### src/logic/sys_pkg.sv
`default_nettype none

package sys_pkg;

   // serial line timing
   localparam int CLKS_PER_BIT = 8;

   // memory geometry
   localparam int ADDR_W    = 4;
   localparam int DATA_W    = 8;
   localparam int MEM_DEPTH = 16;

   // internal reset pulse, counted from board reset release
   localparam int RST_START    = 5;
   localparam int RST_DURATION = 10;

   typedef logic [DATA_W-1:0] data_t;
   typedef logic [ADDR_W-1:0] addr_t;

   // ASCII command and reply codes
   localparam data_t CMD_WRITE = 8'h57;
   localparam data_t CMD_READ  = 8'h52;
   localparam data_t REPLY_ACK = 8'h4B;

   // one request per command, valid for a single cycle
   typedef struct packed {
      logic  valid;
      logic  we;
      addr_t addr;
      data_t wdata;
   } mem_req_t;

endpackage

`default_nettype wire

### src/logic/reset_pulse_gen.sv
`default_nettype none

module reset_pulse_gen (
   input  logic clk,
   input  logic rst_n,
   output logic sys_rst_n
);
   import sys_pkg::*;

   logic [$clog2(RST_START + RST_DURATION + 1)-1:0] cnt;
   logic                                            saturated;
   logic                                            in_window;

   assign saturated = (cnt == RST_START + RST_DURATION);
   assign in_window = (cnt >= RST_START) && !saturated;

   // free running until the end of the pulse, then held
   always_ff @(posedge clk or negedge rst_n) begin
      if (!rst_n) begin
         cnt <= '0;
      end else if (!saturated) begin
         cnt <= cnt + 1'b1;
      end
   end

   // board reset keeps the system in reset as well
   always_ff @(posedge clk or negedge rst_n) begin
      if (!rst_n) begin
         sys_rst_n <= 1'b0;
      end else begin
         sys_rst_n <= !in_window;
      end
   end

   // once the pulse is over the system reset stays released
   a_no_second_pulse : assert property (
      @(posedge clk) disable iff (!rst_n)
      saturated |=> sys_rst_n
   );

endmodule

`default_nettype wire

### src/logic/uart_rx.sv
`default_nettype none

module uart_rx (
   input  logic           clk,
   input  logic           rst_n,
   input  logic           rxd,
   output logic           rx_valid,
   output sys_pkg::data_t rx_data,
   output logic           rx_frame_err
);
   import sys_pkg::*;

   typedef enum logic [1:0] {
      RX_IDLE,
      RX_START,
      RX_DATA,
      RX_STOP
   } rx_state_t;

   rx_state_t                       state;
   logic                            rx_meta;
   logic                            rx_sync;
   logic                            rx_prev;
   logic [$clog2(CLKS_PER_BIT)-1:0] clk_cnt;
   logic [$clog2(DATA_W)-1:0]       bit_idx;
   logic                            start_edge;
   logic                            bit_tick;

   assign start_edge = rx_prev && !rx_sync;
   assign bit_tick   = (clk_cnt == CLKS_PER_BIT - 1);

   // two flop synchroniser plus edge history, line idles high
   always_ff @(posedge clk or negedge rst_n) begin
      if (!rst_n) begin
         rx_meta <= 1'b1;
         rx_sync <= 1'b1;
         rx_prev <= 1'b1;
      end else begin
         rx_meta <= rxd;
         rx_sync <= rx_meta;
         rx_prev <= rx_sync;
      end
   end

   always_ff @(posedge clk or negedge rst_n) begin
      if (!rst_n) begin
         state        <= RX_IDLE;
         clk_cnt      <= '0;
         bit_idx      <= '0;
         rx_valid     <= 1'b0;
         rx_frame_err <= 1'b0;
      end else begin
         rx_valid     <= 1'b0;
         rx_frame_err <= 1'b0;
         clk_cnt      <= clk_cnt + 1'b1;
         case (state)
            RX_IDLE: begin
               clk_cnt <= '0;
               if (start_edge) begin
                  state <= RX_START;
               end
            end
            RX_START: begin
               // half a bit in, the start bit must still be low
               if (clk_cnt == CLKS_PER_BIT / 2 - 1) begin
                  clk_cnt <= '0;
                  bit_idx <= '0;
                  state   <= rx_sync ? RX_IDLE : RX_DATA;
               end
            end
            RX_DATA: begin
               if (bit_tick) begin
                  clk_cnt <= '0;
                  bit_idx <= bit_idx + 1'b1;
                  if (bit_idx == DATA_W - 1) begin
                     state <= RX_STOP;
                  end
               end
            end
            default: begin
               if (bit_tick) begin
                  clk_cnt      <= '0;
                  rx_valid     <= 1'b1;
                  rx_frame_err <= !rx_sync;
                  state        <= RX_IDLE;
               end
            end
         endcase
      end
   end

   // lsb arrives first, so shift in from the top
   always_ff @(posedge clk) begin
      if (state == RX_DATA && bit_tick) begin
         rx_data <= {rx_sync, rx_data[DATA_W-1:1]};
      end
   end

   a_err_with_valid : assert property (
      @(posedge clk) disable iff (!rst_n)
      rx_frame_err |-> rx_valid
   );

endmodule

`default_nettype wire

### src/logic/uart_tx.sv
`default_nettype none

module uart_tx (
   input  logic           clk,
   input  logic           rst_n,
   input  logic           tx_start,
   input  sys_pkg::data_t tx_data,
   output logic           txd,
   output logic           tx_busy
);
   import sys_pkg::*;

   logic [DATA_W:0]                 shift;
   logic [$clog2(CLKS_PER_BIT)-1:0] clk_cnt;
   logic [$clog2(DATA_W + 2)-1:0]   bit_idx;
   logic                            bit_end;

   assign bit_end = (clk_cnt == CLKS_PER_BIT - 1);

   always_ff @(posedge clk or negedge rst_n) begin
      if (!rst_n) begin
         txd     <= 1'b1;
         tx_busy <= 1'b0;
         clk_cnt <= '0;
         bit_idx <= '0;
      end else if (!tx_busy) begin
         if (tx_start) begin
            // start bit goes out right away
            txd     <= 1'b0;
            tx_busy <= 1'b1;
            clk_cnt <= '0;
            bit_idx <= '0;
         end
      end else if (bit_end) begin
         clk_cnt <= '0;
         if (bit_idx == DATA_W + 1) begin
            // stop bit done
            tx_busy <= 1'b0;
            txd     <= 1'b1;
         end else begin
            txd     <= shift[0];
            bit_idx <= bit_idx + 1'b1;
         end
      end else begin
         clk_cnt <= clk_cnt + 1'b1;
      end
   end

   // data bits then stop bit, lsb first
   always_ff @(posedge clk) begin
      if (!tx_busy && tx_start) begin
         shift <= {1'b1, tx_data};
      end else if (tx_busy && bit_end) begin
         shift <= {1'b1, shift[DATA_W:1]};
      end
   end

   // the engine holds replies back while a frame is on the line
   a_no_start_when_busy : assert property (
      @(posedge clk) disable iff (!rst_n)
      tx_start |-> !tx_busy
   );

endmodule

`default_nettype wire

### src/logic/word_mem.sv
`default_nettype none

module word_mem (
   input  logic             clk,
   input  logic             rst_n,
   input  sys_pkg::mem_req_t mem_req,
   output sys_pkg::data_t   rd_data
);
   import sys_pkg::*;

   data_t mem [MEM_DEPTH];

   always_ff @(posedge clk or negedge rst_n) begin
      if (!rst_n) begin
         for (int i = 0; i < MEM_DEPTH; i++) begin
            mem[i] <= '0;
         end
         rd_data <= '0;
      end else if (mem_req.valid) begin
         if (mem_req.we) begin
            mem[mem_req.addr] <= mem_req.wdata;
         end else begin
            // read data held until the next read
            rd_data <= mem[mem_req.addr];
         end
      end
   end

endmodule

`default_nettype wire

### src/logic/monitor_engine.sv
`default_nettype none

module monitor_engine (
   input  logic              clk,
   input  logic              rst_n,
   input  logic              rx_valid,
   input  sys_pkg::data_t    rx_data,
   input  logic              rx_frame_err,
   output sys_pkg::mem_req_t mem_req,
   input  sys_pkg::data_t    rd_data,
   output logic              tx_start,
   output sys_pkg::data_t    tx_data,
   input  logic              tx_busy,
   output logic              trap
);
   import sys_pkg::*;

   typedef enum logic [2:0] {
      S_IDLE,
      S_WAIT_ADDR,
      S_WAIT_DATA,
      S_READ_WAIT,
      S_REPLY_PEND,
      S_TRAPPED
   } mon_state_t;

   mon_state_t state;
   logic       cmd_write;
   addr_t      addr;
   logic       reply_mem;
   logic       bad_frame;

   assign bad_frame = rx_valid && rx_frame_err;

   // reply byte is either the ack code or the word just read
   assign tx_data = reply_mem ? rd_data : REPLY_ACK;

   // sticky until reset
   assign trap = (state == S_TRAPPED);

   always_ff @(posedge clk or negedge rst_n) begin
      if (!rst_n) begin
         state     <= S_IDLE;
         cmd_write <= 1'b0;
         addr      <= '0;
         reply_mem <= 1'b0;
         mem_req   <= '0;
         tx_start  <= 1'b0;
      end else begin
         mem_req.valid <= 1'b0;
         tx_start      <= 1'b0;
         if (bad_frame && state != S_TRAPPED) begin
            state <= S_TRAPPED;
         end else begin
            case (state)
               S_IDLE: begin
                  if (rx_valid) begin
                     cmd_write <= (rx_data == CMD_WRITE);
                     if (rx_data == CMD_WRITE || rx_data == CMD_READ) begin
                        state <= S_WAIT_ADDR;
                     end else begin
                        state <= S_TRAPPED;
                     end
                  end
               end
               S_WAIT_ADDR: begin
                  if (rx_valid) begin
                     // high address bits are ignored
                     addr <= rx_data[ADDR_W-1:0];
                     if (cmd_write) begin
                        state <= S_WAIT_DATA;
                     end else begin
                        mem_req.valid <= 1'b1;
                        mem_req.we    <= 1'b0;
                        mem_req.addr  <= rx_data[ADDR_W-1:0];
                        state         <= S_READ_WAIT;
                     end
                  end
               end
               S_WAIT_DATA: begin
                  if (rx_valid) begin
                     mem_req.valid <= 1'b1;
                     mem_req.we    <= 1'b1;
                     mem_req.addr  <= addr;
                     mem_req.wdata <= rx_data;
                     reply_mem     <= 1'b0;
                     tx_start      <= !tx_busy;
                     state         <= tx_busy ? S_REPLY_PEND : S_IDLE;
                  end
               end
               S_READ_WAIT: begin
                  // rd_data lands in the same cycle tx_start goes high
                  reply_mem <= 1'b1;
                  tx_start  <= !tx_busy;
                  state     <= tx_busy ? S_REPLY_PEND : S_IDLE;
               end
               S_REPLY_PEND: begin
                  if (!tx_busy) begin
                     tx_start <= 1'b1;
                     state    <= S_IDLE;
                  end
               end
               default: begin
                  state <= S_TRAPPED;
               end
            endcase
         end
      end
   end

   // a new request needs a new command byte accepted in idle first
   a_one_req_per_cmd : assert property (
      @(posedge clk) disable iff (!rst_n)
      mem_req.valid |=> (!mem_req.valid until (rx_valid && state == S_IDLE))
   );

endmodule

`default_nettype wire

### src/logic/top_system.sv
`default_nettype none

module top_system (
   input  logic clk,
   input  logic rst_n,
   input  logic uart_rxd,
   output logic uart_txd,
   output logic trap
);
   import sys_pkg::*;

   logic     sys_rst_n;
   logic     rx_valid;
   data_t    rx_data;
   logic     rx_frame_err;
   mem_req_t mem_req;
   data_t    rd_data;
   logic     tx_start;
   data_t    tx_data;
   logic     tx_busy;

   // board reset pin is never pressed, so make our own pulse
   reset_pulse_gen reset_pulse (
      .clk       (clk),
      .rst_n     (rst_n),
      .sys_rst_n (sys_rst_n)
   );

   uart_rx rx (
      .clk          (clk),
      .rst_n        (sys_rst_n),
      .rxd          (uart_rxd),
      .rx_valid     (rx_valid),
      .rx_data      (rx_data),
      .rx_frame_err (rx_frame_err)
   );

   word_mem mem (
      .clk     (clk),
      .rst_n   (sys_rst_n),
      .mem_req (mem_req),
      .rd_data (rd_data)
   );

   monitor_engine engine (
      .clk          (clk),
      .rst_n        (sys_rst_n),
      .rx_valid     (rx_valid),
      .rx_data      (rx_data),
      .rx_frame_err (rx_frame_err),
      .mem_req      (mem_req),
      .rd_data      (rd_data),
      .tx_start     (tx_start),
      .tx_data      (tx_data),
      .tx_busy      (tx_busy),
      .trap         (trap)
   );

   uart_tx tx (
      .clk      (clk),
      .rst_n    (sys_rst_n),
      .tx_start (tx_start),
      .tx_data  (tx_data),
      .txd      (uart_txd),
      .tx_busy  (tx_busy)
   );

endmodule

`default_nettype wire

### config.mk
export PLATFORM = sky130hd
export DESIGN_NAME = top_system
export DESIGN_NICKNAME = d
export VERILOG_FILES = /design/src/logic/sys_pkg.sv /design/src/logic/reset_pulse_gen.sv /design/src/logic/uart_rx.sv /design/src/logic/uart_tx.sv /design/src/logic/word_mem.sv /design/src/logic/monitor_engine.sv /design/src/logic/top_system.sv
export SDC_FILE = /design/constraint.sdc
export NUM_CORES = 1
export LEC_CHECK = 0
export BUFFER_PORTS_ARGS = -buffer_cell sky130_fd_sc_hd__buf_2
export CAP_MARGIN = 15
export CORE_ASPECT_RATIO = 1.5
export CORE_UTILIZATION = 55
export DETAILED_ROUTE_END_ITERATION = 6
export GPL_ROUTABILITY_DRIVEN = 0
export PLACE_DENSITY = 0.83
export REMOVE_ABC_BUFFERS = 1
export SETUP_SLACK_MARGIN = 0.2
export SKIP_LAST_GASP = 1
export SYNTH_ARGS = -nofsm -noshare
export SYNTH_HDL_FRONTEND = slang
export SYNTH_SLANG_ARGS = --single-unit
### constraint.sdc
create_clock -name clk -period 10 [get_ports clk]
set_input_delay 1 -clock clk [delete_from_list [all_inputs] [get_ports clk]]
set_output_delay 1 -clock clk [all_outputs]
set_load 0.02 [all_outputs]
# --- Word level (Yosys, flattened, before mapping) ---
# Cells that the tools add are included.
word_totals:
  inputBits: 3
  register_bits: 203
  out_inout_bits: 2
  elab_cells: 178
op_classes:
  mux: 62
  n_bitwise: 3
  n_reduce_logical: 34
  order_cmp: 3
  addsub: 5
  eq_ne: 29
ops:
  columns: ["op", "count"]
  rows:
  - ["128-bit bitwise mux", 1]
  - ["8-bit two-way mux", 7]
  - ["3-bit two-way mux", 14]
  - ["8-bit binary-select mux with 4-bit select", 1]
  - ["8-bit demux with 4-bit select", 1]
  - ["14-bit two-way mux", 2]
  - ["3-bit AND reduction", 6]
  - ["1-bit two-way mux", 17]
  - ["8-bit by 7-bit equality test with 1-bit output (second input constant)", 2]
  - ["4-bit two-way mux", 4]
  - ["3-bit equality test (second input constant)", 5]
  - ["3-bit one-hot mux with 5 select lines", 1]
  - ["2-bit two-way mux", 6]
  - ["6-bit two-way mux", 2]
  - ["3-bit one-hot mux with 2 select lines", 2]
  - ["6-bit one-hot mux with 2 select lines", 1]
  - ["2-bit inequality test (second input constant)", 5]
  - ["5-bit AND reduction", 2]
  - ["2-bit nonzero test", 5]
  - ["3-bit by 1-bit adder with 3-bit output (second input constant)", 3]
  - ["3-bit by 2-bit equality test with 1-bit output (second input constant)", 3]
  - ["3-bit by 2-bit inequality test with 1-bit output (second input constant)", 3]
  - ["4-bit by 1-bit adder with 4-bit output (second input constant)", 2]
  - ["4-bit equality test (second input constant)", 2]
  - ["22 further kinds", 39]

# --- Longest topological paths before layout ---
# Gate-level depths: netlist of run 1.
logic_depth:
  ltp_word: 6
  ltp_mapped: 8
  mapped_depth_nobuf: 7

# --- By module ---
# Synthesis of run 1 repeated with hierarchy kept, for this count alone.
unflattened:
  hier_cells: 661
  area_unflattened_um2: 9390.3
modules_own_cells:
  columns: ["module", "area_each_um2", "instances", "seq_area_each_um2", "cells_per_inst"]
  rows:
  - ["word_mem", 6259.8, 1, 3403.3, 400]
  - ["monitor_engine", 1196.1, 1, 600.6, 112]
  - ["uart_rx", 844.6, 1, 569.3, 62]
  - ["uart_tx", 832.0, 1, 466.7, 65]
  - ["reset_pulse_gen", 257.7, 1, 125.1, 22]

# --- Worst setup path before layout of run 1 ---
# Ideal clock, no wire load.
synth_timing:
  path_type: "register to output"
  from: "register engine.state[2]"
  to: "output port trap"
  slack_ns: 8.038
  stages_incl_launch_ff: 3
  arrival_time_ns: 0.962
  cell_sequence: "dfrtp_1 clkbuf_1 and3b_1"
synth_between:
  elab_chain_cells: 1
synth_rtl:
  columns: ["element", "line_no", "rtl"]
  rows:
  - ["from (decl)", "monitor_engine.sv:27", "mon_state_t state;"]
  - ["from (signal assigned)", "monitor_engine.sv:88", "state <= tx_busy ? S_REPLY_PEND : S_IDLE;"]
  - ["from (signal assigned)", "monitor_engine.sv:95", "state <= tx_busy ? S_REPLY_PEND : S_IDLE;"]
  - ["3-bit equality test", "monitor_engine.sv:39", "assign trap = (state == S_TRAPPED);"]
  - ["to (decl)", "top_system.sv:8", "output logic trap"]
# No other way between the ends.

# --- Worst setup path in the final report of run 1 ---
layout_timing:
  from: "register engine.mem_req[8] (netlist name)"
  to: "register mem.mem[18] (netlist bit)"
layout_between:
  elab_chain_cells: 6
  word_cells_on_any_way: 7
  classes_between: "2 x order compare; 3 x mux; 1 x bitwise; 1 x reduce/logical"
layout_rtl:
  columns: ["element", "line_no", "rtl"]
  rows:
  - ["4-bit NOT with 5-bit output (implied by the code) (*)", "word_mem.sv:21", "mem[mem_req.addr] <= mem_req.wdata;"]
  - ["5-bit greater-or-equal comparator (implied by the code) or 5-bit by 1-bit < comparator with 1-bit output (tied branches)", "word_mem.sv:21", null]
  - ["1-bit logical AND (implied by the code)", "word_mem.sv:21", null]
  - ["8-bit two-way mux (implied by the code)", "word_mem.sv:21", null]
  - ["8-bit demux with 4-bit select (*)", "word_mem.sv:21", null]
  - ["128-bit bitwise mux (*)", "word_mem.sv:21", null]
  - ["to (signal, indexed assignment)", "word_mem.sv:21", null]
  - ["to (decl)", "word_mem.sv:11", "data_t mem [MEM_DEPTH];"]
# Mark *: on every way between the ends. The rest lies on a longest branch, timed or not.
# A chain may end at the register's enable or synchronous reset.

==> results of run 1 <==
final timing paths:
path	from	slack [ns]	to	cells past startpoint
worst max-delay path	engine.mem_req[8]	7.42	mem.mem[18]	4
worst min-delay path	rst_n	0.31	reset_pulse.cnt[0]	1
worst max register to register	engine.mem_req[8]	7.42	mem.mem[18]	4
worst min register to register	rx.rx_meta	0.36	rx.rx_sync	0
max in group asynchronous	reset_pulse.sys_rst_n	8.25	mem.mem[64]	1
min in group clk	rx.rx_meta	0.36	rx.rx_sync	0
Yosys cell counts (all sizes together) (2+ instances only):
library cell	n
a21boi	2
a21oi	11
a221oi	4
a22o	8
a22oi	4
a31oi	8
and2	4
and2b	2
buf	16
clkbuf	18
dfrtp	183
dfstp	4
edfxtp	16
ha	17
inv	17
mux2	141
mux2i	49
mux4	8
nand2	51
nand2b	9
nand3	14
nand3b	2
nand4	4
nor2	48
nor2b	9
nor3	4
nor3b	2
nor4	3
o211ai	2
o21ai	26
o22ai	15
o31ai	2
o32ai	4
or3	2
xnor2	4
power breakdown:
| part | switching, mW | internal (mW) | leakage, nW | total, mW |
|---|---|---|---|---|
| registers | 0.0357 | 0.863 | 2.75 | 0.899 |
| clock network | 0.302 | 0.417 | 0.291 | 0.720 |
| logic | 0.0715 | 0.0538 | 1.49 | 0.125 |
| total | 0.409 | 1.33 | 4.53 | 1.74 |
cell families (layout without fill, tap and decap cells):
group | Yosys count | after routing | synth area share (%)
mux | 198 | 198 | 24.17
flops | 203 | 203 | 55.28
compound gates | 91 | 91 | 6.307
xor+xnor | 5 | 5 | 0.4686
buf+inv | 51 | 58 | 2.678
simple gates | 158 | 158 | 8.824
fa+ha+maj | 17 | 17 | 2.276
worst max-delay path, stage by stage (launching register included):
cell and delay, ns:
dfrtp_1 0.74, nor2b_1 0.62, nand3_1 0.29, nor2_2 0.42, mux2_2 0.40
registers in the layout (all words and copies together), names as in the netlist, 4 cells and up:
name,cells
mem.mem,128
engine.mem_req,14
mem.rd_data,8
rx.rx_data,8
tx.shift,8
engine.addr,4
reset_pulse.cnt,4
tx.bit_idx,4
per-layer routing:
layer  global-route usage, %  part of all wire, %  vias up
li1                        -                    -     2587
met3                   3.188                  4.0       62
met1                   26.98                   38     2947
met4                   12.53                  4.6        0
met2                   43.27                   54      161
met5                       0                    0        -
cell usage in the layout, fill, tap and decap left out, types with 9 or more instances in the layout:
cell       count
nand3_1       13
nor2_2         9
nand2b_1       9
ha_1          17
a21oi_1       11
o22ai_1       15
clkbuf_16     19
nor2b_1        9
inv_1         17
dfrtp_1      181
nor2_1        39
nand2_1       47
mux2i_1       49
mux2_2       141
o21ai_0       26
edfxtp_1      16
cell type report:
class | instances | area share, %
timing repair buffer | 8 | 0.4960
multi-input combinational | 469 | 38.94
tap | 210 | 2.604
clock buffer | 25 | 5.134
sequential | 203 | 51.24
clock inverter | 8 | 0.9549
inverter | 17 | 0.6324
metrics by stage:
stage / utilization, % / std cells / setup slack, ns / power [mW]
finish: 60.45 / 940 / 7.416 / 1.744
global route: 60.45 / 940 / 7.213 / 1.813
CTS: 60.45 / 940 / 7.457 / 1.754
detailed placement: 56.77 / 907 / 7.516 / 1.040
global placement: 56.77 / 907 / 7.589 / 1.023
floorplan: - / 689 / 4.500 / 1.001
==> results by group, run 1 <==
Outcome
  – Status: finished, final reports clean

Setup path
  – Startpoint Class: flip-flop
  – CP endpoint kind: flip-flop
  – Worst Path Arrival: around 3 ns
  – Largest fanout on the critical path: 21
  – Worst EP required: 10.37 ns
  – Critical Setup Path Class: flip-flop to flip-flop

Detailed routing
  – Initial DRC count: 414
  – Via count: ~5800
  – Vias per cell: 6.124
  – WL final: 19.71 mm
  – Post-route ant nets: 0
  – DRC violation count after routing: 0
  – WL per Instance: 20.97 um
  – Drt pass-1 iters: 5

Cells and area
  – Multi-input logic area: 3929 um2
  – Area growth, synth to finish: 7.981%
  – Design area: 10090 um2
  – FF/Latch Area: 5170 um2
  – ANT cells: 0
  – Fraction of layout cells with a size suffix above 1: 28.90%
  – Fill cells: between 1000 and 1500
  – Final Net Count: 738

Clock network
  – Clk slew on worst S/H paths: 0.07 ns
  – # resized after CTS: 0
  – Post-CTS setup buffers: 0
  – Num CTS Buffers: 19
  – CTS tree: yes
  – Hold_buf cts: 0
  – CTS sink cnt: around 200
  – Clock Tree Root: clkbuf_16
  – CTS H-tree depth: 1
  – Clk buf depth: 3
  – Insertion delay to the later sink of the worst-skew pair: 0.48 ns

Logic synthesis
  – Distinct cell type count after synthesis: 55
  – Top cell type's share of synthesized area: 49.01%
  – Most used flip-flop cell after synthesis: dfrtp_1
  – Synth Cell Area: between 9000 and 10000 um2
  – Sequential-to-total area share from yosys stat: 55.28%
  – Seq cells post-synth: 203
  – Post-synthesis async set-or-reset flop share: between 90 and 100%
  – Synth top area cells: dfrtp_1 49%, mux2_2 17%, mux2i_1 5.2%
  – Cell count after synthesis: 723
  – Area leader, netlist: dfrtp_1
  – Post-synth EDFFs: 16
  – Synth Area per Inst: 12.92 um2
  – Synth warn: 0

Pwr
  – Peak VDD IR: around 0.18 mV
  – P_leak: 4.533 nW
  – PwrDens: 172.9 nW/um2

GRT
  – GRT Residual Overflow: 0
  – Largest net degree at the start of global routing: 73
  – Initial antenna violation count: 0
  – First-pass GRT wire length: 32.14 mm
  – Vias in the first global route: between 6000 and 7000
  – All-Layer GR Usage: 23.95%

STA
  – Minimum clock period: 2.584 ns
  – WHS: 0.3123 ns
  – Rel. slew slack: around 36%
  – Setup violation total in the final timing report: 0
  – RSZ-0062 raised after global routing: no
  – Hold Fails Final Rpt: 0
  – Tcrit/Tclk final: 25.84%
  – Final TNS setup: 0 ns
  – Slew @ Worst Pin: 0.9580 ns
  – Max frequency: roughly 390 MHz
  – Clock skew: 0.009401 ns
  – Fin. max-slew vios: 0

Floorplanning
  – Core area: 16690 um2
  – IO Count: 5
  – DIE AREA: 17530 um2
  – Die W: 108.4 um
  – Initial core utilization: between 50% and 60%
  – FP Rows: between 50 and 60
  – Die H: about 160 um

Flow run
  – Max-cap violations: 0

Placement
  – Placed cell areas: 9475 um2
  – # port buffers: 4
  – DP HPWL: 13.32 mm

Worst hold path
  – Hold Crit Class: primary input to async pin
(Power assumes the default switching activity.)
==> run 2: changes to the inputs <==
PLACE_DENSITY = 0.85   (was 0.83)
clock period = 2.25 ns   (was 10 ns; I/O delays follow)
==> run 2 against run 1 <==
Net effect: critical endpoint is now mem.mem[26]; sequential share of layout area down 0.90 points; total power rose to 4.5 times the previous value; highest routed layer unchanged; core utilization up 1.1 points; largest cell class unchanged; clock power rose to 4.4 times the previous value; final area up 1.8%; register-to-register slack worse by 7.2 ns; cell count up 1.8%; non-clock buffer count up 16; first-iteration DRC count up 13%; critical path type unchanged.
==> results by group, run 2 (synthesis results as in run 1) <==
Clock network
  – Insertion delay to the later sink of the worst-skew pair: 0.50 ns (+0.02 ns)
  – CTS H-tree depth: 1 (unchanged)
  – Num CTS Buffers: 20 (+1)
  – Clk buf depth: 3 (unchanged)
  – CTS tree: yes
  – CTS sink cnt: 203 (unchanged)
  – Clock Tree Root: clkbuf_16
  – Clk slew on worst S/H paths: 0.07 ns (about the same)

Cells and area
  – Final Net Count: 755 (+2.3%)
  – Area growth, synth to finish: 9.936%
  – Final cell count without fillers: 957 (+1.8%)
  – Biggest regs: mem.mem x128, engine.mem_req x14
  – Max reg flops: 128 (unchanged)
  – Layout Utilization: 61.54% (+1.1 points)
  – Most flops, register: mem.mem
  – ANT cells: 0 (unchanged)
  – Fraction of layout cells with a size suffix above 1: 30.39% (+1.5 points)
  – Most frequent cells in the layout: 180 x dfrtp_1, 141 x mux2_2, 49 x mux2i_1
  – Most common cell after layout, fill and taps aside: dfrtp_1

GRT
  – GRT Residual Overflow: 0 (unchanged)
  – First-pass GRT wire length: 31.97 mm (-0.52%)
  – Initial antenna violation count: 0 (unchanged)
  – Vias in the first global route: 6235 (-1.3%)
  – All-Layer GR Usage: 23.88% (-0.069 points)
  – Largest net degree at the start of global routing: 109 (+49%)

Pwr
  – Logic pwr share: 7.8% (+0.6 points)
  – Sw Share: 23.62% (+0.15 points)
  – P_leak: 4.648 nW (+2.5%)
  – Pint: 5.941 mW (+350%)
  – Seq pwr share: 51.2% (-0.4 points)
  – PwrDens: 757.2 nW/um2 (+340%)
  – Peak VDD IR: 0.4443 mV (+150%)
  – Clock share of power: 41.0% (-0.3 points)
  – Switching pwr: 1.837 mW (+350%)

Setup path
  – CP endpoint kind: flip-flop
  – Worst Path Arrival: 2.39 ns (-0.56 ns)
  – Largest fanout on the critical path: 17 (-19%)
  – Startpoint Class: flip-flop
  – Critical Setup Path Class: flip-flop to flip-flop
  – Worst EP required: 2.62 ns (-7.75 ns)

Detailed routing
  – Post-route ant nets: 0 (unchanged)
  – Drt pass-1 iters: 5 (unchanged)
  – DRC violation count after routing: 0 (unchanged)
  – WL per Instance: 20.50 um (-2.3%)
  – WL final: 19.61 mm (-0.49%)
  – Initial DRC count: 468 (+13%)
  – Via count: 5833 (+1.3%)
  – Vias per cell: 6.095 (-0.48%)

Placement
  – Pre-CTS WS: 0.1663 ns (-7.350 ns)
  – Placed cell count: 920 (+1.4%)
  – # port buffers: 4 (unchanged)
  – DP HPWL: 13.27 mm (-0.38%)

Floorplanning
  – Core area: 16690 um2 (unchanged)
  – Die W: 108.4 um (unchanged)
  – IO Count: 5 (unchanged)
  – FP Rows: 58 (unchanged)
  – Die H: 161.6 um (unchanged)
  – Initial core utilization: 55.98% (unchanged)
  – DIE AREA: 17530 um2 (unchanged)

Outcome
  – Status: finished, final reports clean

STA
  – Final TNS setup: 0 ns (unchanged)
  – Minimum clock period: 2.011 ns (-0.5729 ns)
  – Slew @ Worst Pin: 0.8175 ns (-0.1405 ns)
  – Fin. max-slew vios: 0 (unchanged)
  – WHS: 0.07849 ns (-0.2339 ns)
  – Setup violation total in the final timing report: 0 (unchanged)
  – Max frequency: 497.2 MHz (+28%)
  – RSZ-0062 raised after global routing: yes
  – Clock skew: 0.008959 ns (-0.0004424 ns)
  – Hold Fails Final Rpt: 0 (unchanged)
  – Min setup slack post-route: 0.2387 ns (-7.177 ns)
  – Rel. slew slack: 45.50% (+9.5 points)
  – Tcrit/Tclk final: 89.39% (+64 points)

Flow run
  – Max-cap violations: 0 (unchanged)

Worst hold path
  – Hold Crit Class: primary input to async pin
-- run 2: cell count changes in the layout (fill, tap and decap cells not counted), sizes merged --
cell,before,now
buf,8,22
bufinv,2,0
clkbuf,25,29
clkinvlp,3,1
dlygate4sd3,0,2
inv,17,18
-- run 2: per-stage QoR --
stage          instance area (um2)  power, mW
2_1_floorplan                 9158      4.448
6_report                     10270      7.778
4_1_cts                      10260      7.819
5_1_grt                      10270      8.083
3_5_place_dp                  9610      4.646
3_3_place_gp                  9610      4.560
-- run 2: worst max-delay path: stages (launching register included) --
cell	delay, ns
dfrtp_2	0.63
nand2_1	0.31
nor4_4	0.36
buf_4	0.23
mux2_2	0.35
-- run 2: repair_timing --
action / 4_1_cts / 5_1_grt
hold endpoints to repair: 6 / 0
hold buffers: 2 / 0
endpoints found under the setup margin: 17 / 12
gates resized for setup: 2 / 0
setup buffers: 0 / 1
pin swaps: 0 / 1
-- run 2: final timing paths --
check,from,endpoint,slack (ns),cells past startpoint
worst max-delay path,engine.mem_req[11],mem.mem[26],0.24,4
worst min-delay path,rst_n,reset_pulse.cnt[2],0.08,2
worst max register to register,engine.mem_req[11],mem.mem[26],0.24,4
worst min register to register,reset_pulse.sys_rst_n,mem.mem[27],0.36,1
max in group asynchronous,reset_pulse.sys_rst_n,engine.mem_req[9],1.36,1
min in group clk,rx.rx_meta,rx.rx_sync,0.36,0
-- run 2: power by group through the flow --
stage | logic (mW) | clock network, mW | registers (mW)
detailed placement | 0.602 | 0 | 4.04
finish | 0.605 | 3.19 | 3.98
floorplan | 0.421 | 0 | 4.03
global route | 0.685 | 3.40 | 4.00
CTS | 0.606 | 3.23 | 3.98
global placement | 0.535 | 0 | 4.02
-- run 2: layer usage --
metal	up-vias	GRT usage [%]	share of wire [%]
li1	2631	-	-
met1	2954	26.72	36
met2	184	43.33	55
met3	64	3.107	4.2
met4	0	12.59	4.8
met5	-	0	0
-- run 2: area by class of cell --
cell class	instances	area (um2)
timing repair buffer	24	212.7
clock buffer	29	596.8
fill	1262	6419
inverter	17	63.81
tap	210	262.8
clock inverter	5	31.28
multi-input combinational	469	3934
sequential	203	5171
==> run 3: changes to the inputs <==
ABC_AREA = 1   (was not set)
CORE_UTILIZATION = 30   (was 55)
HOLD_SLACK_MARGIN = 0.02   (was not set)
PLACE_DENSITY = 0.57   (was 0.85)
==> run 3 against run 2 <==
Net effect: sequential share of layout area down 0.65 points; flip-flop and latch count unchanged; area after synthesis down 1.1%; first-iteration DRC count up 23%; critical endpoint is now mem.mem[16]; critical path type unchanged; worst hold slack worse by 0.024 ns.
==> results by group, run 3 <==
Outcome
  – Status: finished, final reports clean

Flow run
  – Max-cap violations: 0 (unchanged)

STA
  – Hold Fails Final Rpt: 0 (unchanged)
  – Setup violation total in the final timing report: 0 (unchanged)
  – Fin. max-slew vios: 0 (unchanged)
  – Minimum clock period: 1.877 ns (-0.1345 ns)
  – Slew @ Worst Pin: 0.7616 ns (-0.05586 ns)
  – RSZ-0062 raised after global routing: no
  – Tcrit/Tclk final: 83.42% (-6.0 points)
  – Max frequency: 532.8 MHz (+7.2%)
  – Rel. slew slack: 49.17% (+3.7 points)
  – Clock skew: 0.01128 ns (+0.002321 ns)

Setup path
  – Setup crit start: engine.mem_req[12]
  – CP endpoint kind: flip-flop
  – Most used cell, CP: nand2_1
  – Critical Setup Path Class: flip-flop to flip-flop
  – CP peak stage delay: 0.43 ns (-0.20 ns)
  – Worst EP required: 2.61 ns (about the same)
  – Buf+Inv Stages, Crit Path: 0 (-1)
  – Largest fanout on the critical path: 16 (-1)
  – Critical path's slowest cell: nand2_1
  – Reg2reg start: engine.mem_req[12]
  – Crit path max-delay family: simple AND/OR/NAND/NOR gates
  – Worst Path Arrival: 2.24 ns (-0.15 ns)
  – Crit-path cells: nand2_1, nor3_2, nand2_1, nand2_1, o21ai_0
  – Startpoint Class: flip-flop

Cells and area
  – Design area: 10410 um2 (+1.3%)
  – Fill cells: 3247 (+160%)
  – Biggest regs: mem.mem x128, engine.mem_req x14
  – Most flops, register: mem.mem
  – ANT cells: 0 (unchanged)
  – Most common cell after layout, fill and taps aside: nand2_1
  – Most frequent cells in the layout: 474 x nand2_1, 180 x dfrtp_1, 134 x o21ai_0
  – Fraction of layout cells with a size suffix above 1: 7.168% (-23 points)
  – Area growth, synth to finish: 12.65%
  – Final Net Count: 1136 (+50%)
  – Max reg flops: 128 (unchanged)

GRT
  – Vias in the first global route: 7080 (+14%)
  – Largest net degree at the start of global routing: 60 (-45%)
  – First-pass GRT wire length: 37.73 mm (+18%)
  – GRT Residual Overflow: 0 (unchanged)
  – Initial antenna violation count: 0 (unchanged)
  – All-Layer GR Usage: 14.92% (-9.0 points)

Clock network
  – Num CTS Buffers: 20 (unchanged)
  – Clock Tree Root: clkbuf_16
  – Clk buf depth: 3 (unchanged)
  – Post-CTS setup buffers: 0 (unchanged)
  – Insertion delay to the later sink of the worst-skew pair: 0.51 ns (about the same)
  – Clk slew on worst S/H paths: 0.07 ns (about the same)
  – CTS sink cnt: 203 (unchanged)
  – CTS H-tree depth: 1 (unchanged)
  – CTS tree: yes

Floorplanning
  – Die H: 216.9 um (+34%)
  – Die W: 145.3 um (+34%)
  – DIE AREA: 31520 um2 (+80%)
  – Core area: 30250 um2 (+81%)
  – FP Rows: 78 (+34%)
  – IO Count: 5 (unchanged)
  – Initial core utilization: 30.54% (-25 points)

Logic synthesis
  – Seq cells post-synth: 203 (unchanged)
  – Post-synth EDFFs: 16 (unchanged)
  – Synth warn: 0 (unchanged)
  – Synth Area per Inst: 8.234 um2 (-36%)
  – Synth top area cells: dfrtp_1 50%, nand2_1 20%, o21ai_0 7.3%
  – Sequential-to-total area share from yosys stat: 55.90% (+0.63 points)
  – Post-synthesis async set-or-reset flop share: 92.12% (unchanged)
  – Top cell type's share of synthesized area: 49.57% (+0.56 points)
  – Distinct cell type count after synthesis: 31 (-44%)
  – Most frequent cells after synthesis: 482 x nand2_1, 183 x dfrtp_1, 134 x o21ai_0
  – Cell count after synthesis: 1122 (+55%)
  – Area leader, netlist: dfrtp_1
  – Synth Cell Area: 9239 um2 (-1.1%)
  – Count leader, synth: nand2_1
  – Most used flip-flop cell after synthesis: dfrtp_1

Detailed routing
  – Drt pass-1 iters: 5 (unchanged)
  – WL final: 22.68 mm (+16%)
  – Initial DRC count: 574 (+23%)
  – Via count: 7199 (+23%)
  – DRC violation count after routing: 0 (unchanged)
  – Post-route ant nets: 0 (unchanged)
  – WL per Instance: 14.82 um (-28%)
  – Vias per cell: 4.705 (-23%)

Placement
  – # port buffers: 4 (unchanged)
  – Placed cell areas: 9719 um2 (+1.1%)
  – DP HPWL: 15.30 mm (+15%)

Pwr
  – Total Power: 8.017 mW (+3.1%)
  – PwrDens: 770.3 nW/um2 (+1.7%)
  – Peak VDD IR: 0.4158 mV (-6.4%)
  – P_leak: 4.895 nW (+5.3%)

Worst hold path
  – Hold Crit Class: primary input to async pin
[run 3: cell count changes after synthesis, sizes merged, moves of 32 or more]
cell   previous run  this run
inv              17        49
mux2            141         0
mux2i            49         0
nand2            51       483
nand3            14        55
o21ai            26       166
[run 3: timing repair]
| action | 4_1_cts | 5_1_grt |
|---|---|---|
| endpoints found under the setup margin | 0 | 67 |
| hold buffers | 2 | 0 |
| endpoints found under the hold margin | 6 | 0 |
| gates resized for setup | 0 | 12 |
[run 3: path summary, 6_finish.rpt]
check                      slack [ns]            endpoint  cells past startpoint
hold reg to reg                  0.26         mem.mem[14]                      0
max in group asynchronous        1.19          rx.rx_meta                      1
min in group clk                 0.36          rx.rx_sync                      0
setup reg to reg                 0.37         mem.mem[16]                      5
setup / recovery                 0.37         mem.mem[16]                      5
hold / removal                   0.05  reset_pulse.cnt[0]                      2
[run 3: kinds of logic after synthesis]
group,Yosys count,share of synthesized area [%]
AO/OA/AOI/OAI,190,10.69
XOR/XNOR,2,0.1896
adder cells (fa/ha/maj),17,2.302
buffers and inverters,105,4.632
flip-flops,203,55.90
AND/OR/NAND/NOR,605,26.29
[run 3: through the flow]
step           setup slack [ns]  instances  util, %  hold WS [ns]  TNS (ns)
4_1_cts                  0.2271       1530    34.26       0.04017         0
6_report                 0.3732       1530    34.40       0.05443         0
3_3_place_gp             0.3381       1492    32.13       0.04896         0
3_5_place_dp             0.2500       1492    32.13       0.04856         0
2_1_floorplan            -3.250       1067        -      -0.07059   -635.58
5_1_grt                  0.2200       1530    34.40       0.05806         0
[run 3: layout make-up]
type	count	area (um2)	share of cell area (%)
inverter	50	187.7	1.803
sequential	203	5171	49.69
timing repair buffer	27	235.2	2.260
tap	400	500.5	4.809
clock inverter	5	23.77	0.2284
clock buffer	31	603.1	5.795
multi-input combinational	814	3686	35.42
[run 3: per-layer routing]
metal | track usage, % | part of all wire [%] | up-vias
met2 | 26.79 | 50 | 108
met3 | 1.447 | 2.5 | 51
met1 | 17.37 | 42 | 3442
met4 | 8.456 | 4.9 | 0
met5 | 0 | 0 | -
li1 | - | - | 3598
[run 3: where the power goes]
part	total [mW]	switching [mW]	internal (mW)
Sequential	4.03	0.126	3.90
Combinational	0.732	0.426	0.305
Clock	3.26	1.41	1.84
Total	8.02	1.96	6.05
